--- config.mk ---
export PLATFORM = sky130hd
export DESIGN_NAME = ipv4_checksum_verify
export DESIGN_NICKNAME = d
export VERILOG_FILES = /design/src/chk_verify_pkg.sv /design/src/ipv4_hdr_pkg.sv /design/src/ipv4_checksum_verify.sv /design/src/ipv4_status_encode.sv /design/src/ipv4_sum_fold.sv /design/src/ipv4_word_sum.sv
export SDC_FILE = /design/constraint.sdc
export NUM_CORES = 1
export LEC_CHECK = 0
export BUFFER_PORTS_ARGS = -buffer_cell sky130_fd_sc_hd__buf_4
export CAP_MARGIN = 20
export CORE_MARGIN = 1.5
export CORE_UTILIZATION = 35
export CTS_CLUSTER_DIAMETER = 30
export DETAILED_ROUTE_END_ITERATION = 16
export PLACE_DENSITY = 0.57
export SLEW_MARGIN = 20
export SYNTH_ARGS = -nofsm -noshare
export SYNTH_HDL_FRONTEND = slang
export SYNTH_HIERARCHICAL = 1
export SYNTH_SLANG_ARGS = --single-unit
export TNS_END_PERCENT = 20
--- constraint.sdc ---
create_clock -name clk -period 6.3 [get_ports clk]
set_input_delay 1.26 -clock clk [delete_from_list [all_inputs] [get_ports clk]]
set_output_delay 1.26 -clock clk [all_outputs]
set_load 0.1 [all_outputs]
--- src/chk_verify_pkg.sv ---
/* Result codes and timing of the IPv4 header verifier.
   Shared by the output stage, the top level and the verification code */

package chk_verify_pkg;

    ////////////////////////////////////////////////////////////////////////////
    // Status codes
    ////////////////////////////////////////////////////////////////////////////

    // Listed in no particular order; priority is applied in the output stage
    typedef enum logic [1:0] {
        HDR_GOOD         = 2'd0,
        HDR_BAD_VERSION  = 2'd1,
        HDR_BAD_IHL      = 2'd2,
        HDR_BAD_CHECKSUM = 2'd3
    } chk_status_t;

    ////////////////////////////////////////////////////////////////////////////
    // Timing
    ////////////////////////////////////////////////////////////////////////////

    // Cycles from header_valid to result_valid, one per pipeline stage
    localparam int VERIFY_LATENCY = 3;

endpackage

--- src/ipv4_hdr_pkg.sv ---
/* IPv4 header layout for a 20-byte header carried as one 160-bit word.
   First transmitted byte sits in the top bits; import where fields are sliced */

package ipv4_hdr_pkg;

    ////////////////////////////////////////////////////////////////////////////
    // Header geometry
    ////////////////////////////////////////////////////////////////////////////

    localparam int HDR_BITS  = 160;
    localparam int WORD_BITS = 16;
    localparam int HDR_WORDS = HDR_BITS / WORD_BITS;

    // Five 16-bit words summed without folding
    localparam int PARTIAL_BITS = 19;

    ////////////////////////////////////////////////////////////////////////////
    // Field positions in the 160-bit word
    ////////////////////////////////////////////////////////////////////////////

    // Version and IHL share the first byte
    localparam int VERSION_MSB = 159;
    localparam int VERSION_LSB = 156;
    localparam int IHL_MSB     = 155;
    localparam int IHL_LSB     = 152;

    // Checksum is bytes 10 and 11, i.e. word 5
    localparam int CHKSUM_MSB = 79;
    localparam int CHKSUM_LSB = 64;

    ////////////////////////////////////////////////////////////////////////////
    // Expected values
    ////////////////////////////////////////////////////////////////////////////

    localparam logic [VERSION_MSB-VERSION_LSB:0] IP_VERSION = 4'd4;
    localparam logic [IHL_MSB-IHL_LSB:0]         IP_IHL     = 4'd5;

    // One's-complement sum of an intact header, checksum included
    localparam logic [WORD_BITS-1:0] SUM_ALL_ONES = 16'hFFFF;

endpackage

--- src/ipv4_checksum_verify.sv ---
/* IPv4 header verifier: three-stage pipeline, one header per cycle in and one
   status per header out, three cycles after header_valid */

`timescale 1ns/100ps

module ipv4_checksum_verify
    import ipv4_hdr_pkg::*, chk_verify_pkg::*;
(
    input  logic                clk,
    input  logic                reset,
    input  logic                header_valid,
    input  logic [HDR_BITS-1:0] header,
    output logic                result_valid,
    output chk_status_t         status,
    output logic                checksum_ok
);

    // Stage 1 to stage 2
    logic                    s1_valid;
    logic [PARTIAL_BITS-1:0] s1_sum_hi;
    logic [PARTIAL_BITS-1:0] s1_sum_lo;
    logic                    s1_version_bad;
    logic                    s1_ihl_bad;

    // Stage 2 to stage 3
    logic                    s2_valid;
    logic [WORD_BITS-1:0]    s2_sum;
    logic                    s2_version_bad;
    logic                    s2_ihl_bad;

    ////////////////////////////////////////////////////////////////////////////
    // Pipeline
    ////////////////////////////////////////////////////////////////////////////

    ipv4_word_sum u_word_sum (
        .clk            (clk),
        .reset          (reset),
        .header_valid   (header_valid),
        .header         (header),
        .s1_valid       (s1_valid),
        .s1_sum_hi      (s1_sum_hi),
        .s1_sum_lo      (s1_sum_lo),
        .s1_version_bad (s1_version_bad),
        .s1_ihl_bad     (s1_ihl_bad)
    );

    ipv4_sum_fold u_sum_fold (
        .clk            (clk),
        .reset          (reset),
        .s1_valid       (s1_valid),
        .s1_sum_hi      (s1_sum_hi),
        .s1_sum_lo      (s1_sum_lo),
        .s1_version_bad (s1_version_bad),
        .s1_ihl_bad     (s1_ihl_bad),
        .s2_valid       (s2_valid),
        .s2_sum         (s2_sum),
        .s2_version_bad (s2_version_bad),
        .s2_ihl_bad     (s2_ihl_bad)
    );

    ipv4_status_encode u_status_encode (
        .clk            (clk),
        .reset          (reset),
        .s2_valid       (s2_valid),
        .s2_sum         (s2_sum),
        .s2_version_bad (s2_version_bad),
        .s2_ihl_bad     (s2_ihl_bad),
        .result_valid   (result_valid),
        .status         (status),
        .checksum_ok    (checksum_ok)
    );

endmodule

--- src/ipv4_status_encode.sv ---
/* Stage 3 of the header verifier: checks the folded sum and encodes one
   prioritized status per header together with the result strobe */

`timescale 1ns/100ps

module ipv4_status_encode
    import ipv4_hdr_pkg::*, chk_verify_pkg::*;
(
    input  logic                 clk,
    input  logic                 reset,
    input  logic                 s2_valid,
    input  logic [WORD_BITS-1:0] s2_sum,
    input  logic                 s2_version_bad,
    input  logic                 s2_ihl_bad,
    output logic                 result_valid,
    output chk_status_t          status,
    output logic                 checksum_ok
);

    logic        sum_ok;
    chk_status_t status_c;

    assign sum_ok = (s2_sum == SUM_ALL_ONES);

    // Priority: version, then IHL, then checksum
    always_comb begin
        if (s2_version_bad) begin
            status_c = HDR_BAD_VERSION;
        end else if (s2_ihl_bad) begin
            status_c = HDR_BAD_IHL;
        end else if (!sum_ok) begin
            status_c = HDR_BAD_CHECKSUM;
        end else begin
            status_c = HDR_GOOD;
        end
    end

    always_ff @(posedge clk) begin
        if (reset) begin
            result_valid <= 1'b0;
        end else begin
            result_valid <= s2_valid;
        end
    end

    // checksum_ok is reported even when a field check fails
    always_ff @(posedge clk) begin
        status      <= status_c;
        checksum_ok <= sum_ok;
    end

endmodule

--- src/ipv4_sum_fold.sv ---
/* Stage 2 of the header verifier: adds the partial sums and folds the carries
   back in to give the 16-bit one's-complement sum */

`timescale 1ns/100ps

module ipv4_sum_fold
    import ipv4_hdr_pkg::*;
(
    input  logic                    clk,
    input  logic                    reset,
    input  logic                    s1_valid,
    input  logic [PARTIAL_BITS-1:0] s1_sum_hi,
    input  logic [PARTIAL_BITS-1:0] s1_sum_lo,
    input  logic                    s1_version_bad,
    input  logic                    s1_ihl_bad,
    output logic                    s2_valid,
    output logic [WORD_BITS-1:0]    s2_sum,
    output logic                    s2_version_bad,
    output logic                    s2_ihl_bad
);

    // Two 19-bit partials need at most 20 bits
    localparam int RAW_BITS = PARTIAL_BITS + 1;

    logic [RAW_BITS-1:0]  raw_sum;
    logic [WORD_BITS:0]   fold_once;
    logic [WORD_BITS-1:0] fold_twice;

    ////////////////////////////////////////////////////////////////////////////
    // End-around carry
    ////////////////////////////////////////////////////////////////////////////

    assign raw_sum = RAW_BITS'(s1_sum_hi) + RAW_BITS'(s1_sum_lo);

    // First fold leaves at most one carry bit
    assign fold_once = (WORD_BITS+1)'(raw_sum[WORD_BITS-1:0])
                     + (WORD_BITS+1)'(raw_sum[RAW_BITS-1:WORD_BITS]);

    // Second fold cannot overflow: a carry implies a small low half
    assign fold_twice = fold_once[WORD_BITS-1:0] + WORD_BITS'(fold_once[WORD_BITS]);

    ////////////////////////////////////////////////////////////////////////////
    // Stage registers
    ////////////////////////////////////////////////////////////////////////////

    always_ff @(posedge clk) begin
        if (reset) begin
            s2_valid <= 1'b0;
        end else begin
            s2_valid <= s1_valid;
        end
    end

    // Flags ride along so they stay with their sum
    always_ff @(posedge clk) begin
        s2_sum         <= fold_twice;
        s2_version_bad <= s1_version_bad;
        s2_ihl_bad     <= s1_ihl_bad;
    end

endmodule

--- src/ipv4_word_sum.sv ---
/* Stage 1 of the header verifier: splits the header into words, registers two
   partial sums and flags a wrong version or IHL */

`timescale 1ns/100ps

module ipv4_word_sum
    import ipv4_hdr_pkg::*;
(
    input  logic                    clk,
    input  logic                    reset,
    input  logic                    header_valid,
    input  logic [HDR_BITS-1:0]     header,
    output logic                    s1_valid,
    output logic [PARTIAL_BITS-1:0] s1_sum_hi,
    output logic [PARTIAL_BITS-1:0] s1_sum_lo,
    output logic                    s1_version_bad,
    output logic                    s1_ihl_bad
);

    localparam int HALF_WORDS = HDR_WORDS / 2;

    logic [WORD_BITS-1:0]    hdr_word [HDR_WORDS];
    logic [PARTIAL_BITS-1:0] sum_hi_c;
    logic [PARTIAL_BITS-1:0] sum_lo_c;

    ////////////////////////////////////////////////////////////////////////////
    // Word split and partial sums
    ////////////////////////////////////////////////////////////////////////////

    // Word 0 is the first two bytes on the wire
    always_comb begin
        for (int i = 0; i < HDR_WORDS; i++) begin
            hdr_word[i] = header[HDR_BITS-1-WORD_BITS*i -: WORD_BITS];
        end
    end

    // Plain binary sums; carries get folded in the next stage
    always_comb begin
        sum_hi_c = '0;
        sum_lo_c = '0;
        for (int i = 0; i < HALF_WORDS; i++) begin
            sum_hi_c = sum_hi_c + PARTIAL_BITS'(hdr_word[i]);
            sum_lo_c = sum_lo_c + PARTIAL_BITS'(hdr_word[i + HALF_WORDS]);
        end
    end

    ////////////////////////////////////////////////////////////////////////////
    // Stage registers
    ////////////////////////////////////////////////////////////////////////////

    always_ff @(posedge clk) begin
        if (reset) begin
            s1_valid <= 1'b0;
        end else begin
            s1_valid <= header_valid;
        end
    end

    // Qualified by s1_valid downstream
    always_ff @(posedge clk) begin
        s1_sum_hi      <= sum_hi_c;
        s1_sum_lo      <= sum_lo_c;
        s1_version_bad <= (header[VERSION_MSB:VERSION_LSB] != IP_VERSION);
        s1_ihl_bad     <= (header[IHL_MSB:IHL_LSB] != IP_IHL);
    end

endmodule

==> results.txt <==
Syn Area/Cell -> 8.402 um2
first-pass GRT wire length -> 26850 um
Max Buffers Root-to-Sink -> 2
DRT iter0 DRCs -> 220
DRT Pass-1 Iters -> 4
startpoint types -> flip-flop
Post-synth top flop -> dfxtp_1
via count -> 6253
die area -> 23080 um2
HPWL Detailed -> 13570 um
leak pwr -> 5.241 nW
core area -> 21820 um2
crit path max fanout -> 5
CTS clock-pin slew for the worst setup and hold paths -> 50 ps
syn_nets -> 1246
PD cells -> 591.7 nW/um2
worst endpoint required time -> 6560 ps
H-tree depth -> 3
Port-buffer cells -> 166
Clock Tree Root -> clkbuf_16
share of layout cells above drive strength 1 -> 21.36%
slew at the pin closest to its max-slew limit -> 798.2 ps
max cap viols -> 0
vias per std cell -> 4.531
CP Data Arrival Time -> 6170 ps
# rows -> 54
commonest non-fill, non-tap cell in the layout -> inv_1
count of state elements after synthesis -> 64
async set-or-reset flop fraction in the synthesized netlist -> 0%
hold_buf cts -> 0
worst skew pair latency -> 330 ps
Slew Viols, Final -> 0
synthesis-to-finish area growth -> 25.77%
largest net degree at the start of global routing -> 13
Final period util -> 93.78%
fmax -> 0.1693 GHz
drt total wl -> 15370 um
Setup CP Type -> flip-flop to flip-flop
Synth Warn # -> 6
Ports -> 167
Post-Synthesis Cells -> 924
Routed Antenna Nets -> 0
Hold Path Class -> flip-flop to flip-flop
Final Wtd Congestion -> 0.9072
Max-slew headroom -> 46.60%
Starting Density -> 35.58%
Worst VDD drop -> 0.2823 mV
CTS Sinks -> 64
Post-route DRC -> 0
Yosys top cell by area -> fa_1
post-synthesis cell area -> 7764 um2
status -> complete, no violations
initial antenna violation count -> 0
total gr overflow -> 0
post-synthesis sequential area ratio -> 16.50%
top post-synthesis cells by area -> fa_1, dfxtp_1, inv_1
pre-CTS worst setup slack -> 153.1 ps
crit path time final -> 5908 ps
ANT cells -> 0
Final Setup Violations -> 0
Hold WS -> 328.6 ps
cts bufs inserted -> 9
CTS tree -> yes
Die Y-Extent -> 151.9 um
final worst slack -> 391.6 ps
synth unique cells -> 80
die width -> 151.9 um
CP endpoint kind -> flip-flop
WL/cell -> 11.14 um
Fin. Hold Viols -> 0
number of global-route vias before repair -> 6072
post-synth top area share -> 24.75%
commonest cells after routing, fill and taps aside -> inv_1, buf_4, fa_1
number of synthesized flops with an enable pin -> 0
GRT Resource Usage Total -> 13.83%
Final #Nets -> 1417
clk_skew -> 4.732 ps
[critical path, cell delays in order (launching register included)]
cell and delay (ps):
dfxtp_1 300, ha_1 360, a21oi_1 330, o21ai_4 150, a21o_1 240, a311o_1 400
a21o_1 180, a21o_1 190, a21o_1 210, a21oi_4 180, xnor2_1 120, fa_2 410
nor2b_1 110, o21ai_0 110, nor2b_2 200, nor3_4 170, nand4_2 130, nand2b_1 180
nor4_2 290, ha_1 190, nor2b_2 160, nor3b_4 230, nor2b_4 180, nor3b_4 190
nand4b_1 160, nor4_2 310, xor2_1 160
[worst paths after layout]
path	from	to	cells after the start	slack [ps]
max	u_word_sum/s1_sum_hi[4]	u_sum_fold/s2_sum[14]	26	390
min	u_word_sum/s1_ihl_bad	u_sum_fold/s2_ihl_bad	0	330
max reg2reg	u_word_sum/s1_sum_hi[4]	u_sum_fold/s2_sum[14]	26	390
min reg2reg	u_word_sum/s1_ihl_bad	u_sum_fold/s2_ihl_bad	0	330
[cells by family (layout without fill, tap and decap cells)]
family          Yosys count  after routing  synth area share [%]
simple gates            173            173                 12.49
xor+xnor                 62             62                 7.188
fa+ha+maj               159            159                 34.91
compound gates          152            152                 13.30
mux                       2              2                0.2579
buf+inv                 312            488                 15.36
flops                    64             64                 16.50
[flip-flops by register name (all words and copies together) (netlist names), 2 cells and up]
signal / flops
u_word_sum/s1_sum_lo: 19
u_status_encode/status: 2
u_sum_fold/s2_sum: 16
u_word_sum/s1_sum_hi: 19
[synth_stat cells, drive strengths merged, types with 8 or more instances]
master / number
inv: 300
fa: 96
dfxtp: 64
ha: 63
a21oi: 51
xnor2: 39
nand2: 37
o21ai: 35
nor2: 30
xor2: 23
nand3: 18
a21o: 16
nor3: 15
nor2b: 13
nand4: 12
nand2b: 9
and2: 8
[what timing repair did]
item,CTS,global route
endpoints found under the setup margin,0,9
buffers inserted,0,3
resized for setup,0,20
[final cells by class]
cell class              count  area [um2]
clock buffers              10       239.0
clock inverters             6       92.59
fillers                  2200       12060
inverters                 300        1126
multi-input cells         548        5384
flip-flops and latches     64        1281
well taps                 280       350.3
repair buffers            172        1291
[per-layer routing]
layer / vias up / routed length (um) / track usage [%]
met5: - / 0 / 0
met2: 122 / 7689 / 24.18
met3: 19 / 647 / 2.767
li1: 3204 / - / -
met4: 0 / 303 / 3.375
met1: 2908 / 6733 / 17.45
[through the flow]
stage	instance area, um2	power [mW]	utilization, %	setup TNS (ps)	instances
after floorplan	7764	4.070	-	0	924
after global placement	9316	5.037	42.69	0	1361
after detailed placement	9316	5.046	42.69	0	1361
after CTS	9648	5.611	44.21	0	1377
after global routing	9764	6.385	44.74	-43.12	1380
final	9764	5.778	44.74	0	1380
[report_power, final]
group	internal, mW	switching [mW]	total [mW]
Combinational	1.82	2.73	4.55
Clock	0.358	0.177	0.535
Sequential	0.637	0.0581	0.695
No activity file was read; power rests on OpenSTA's default activity.
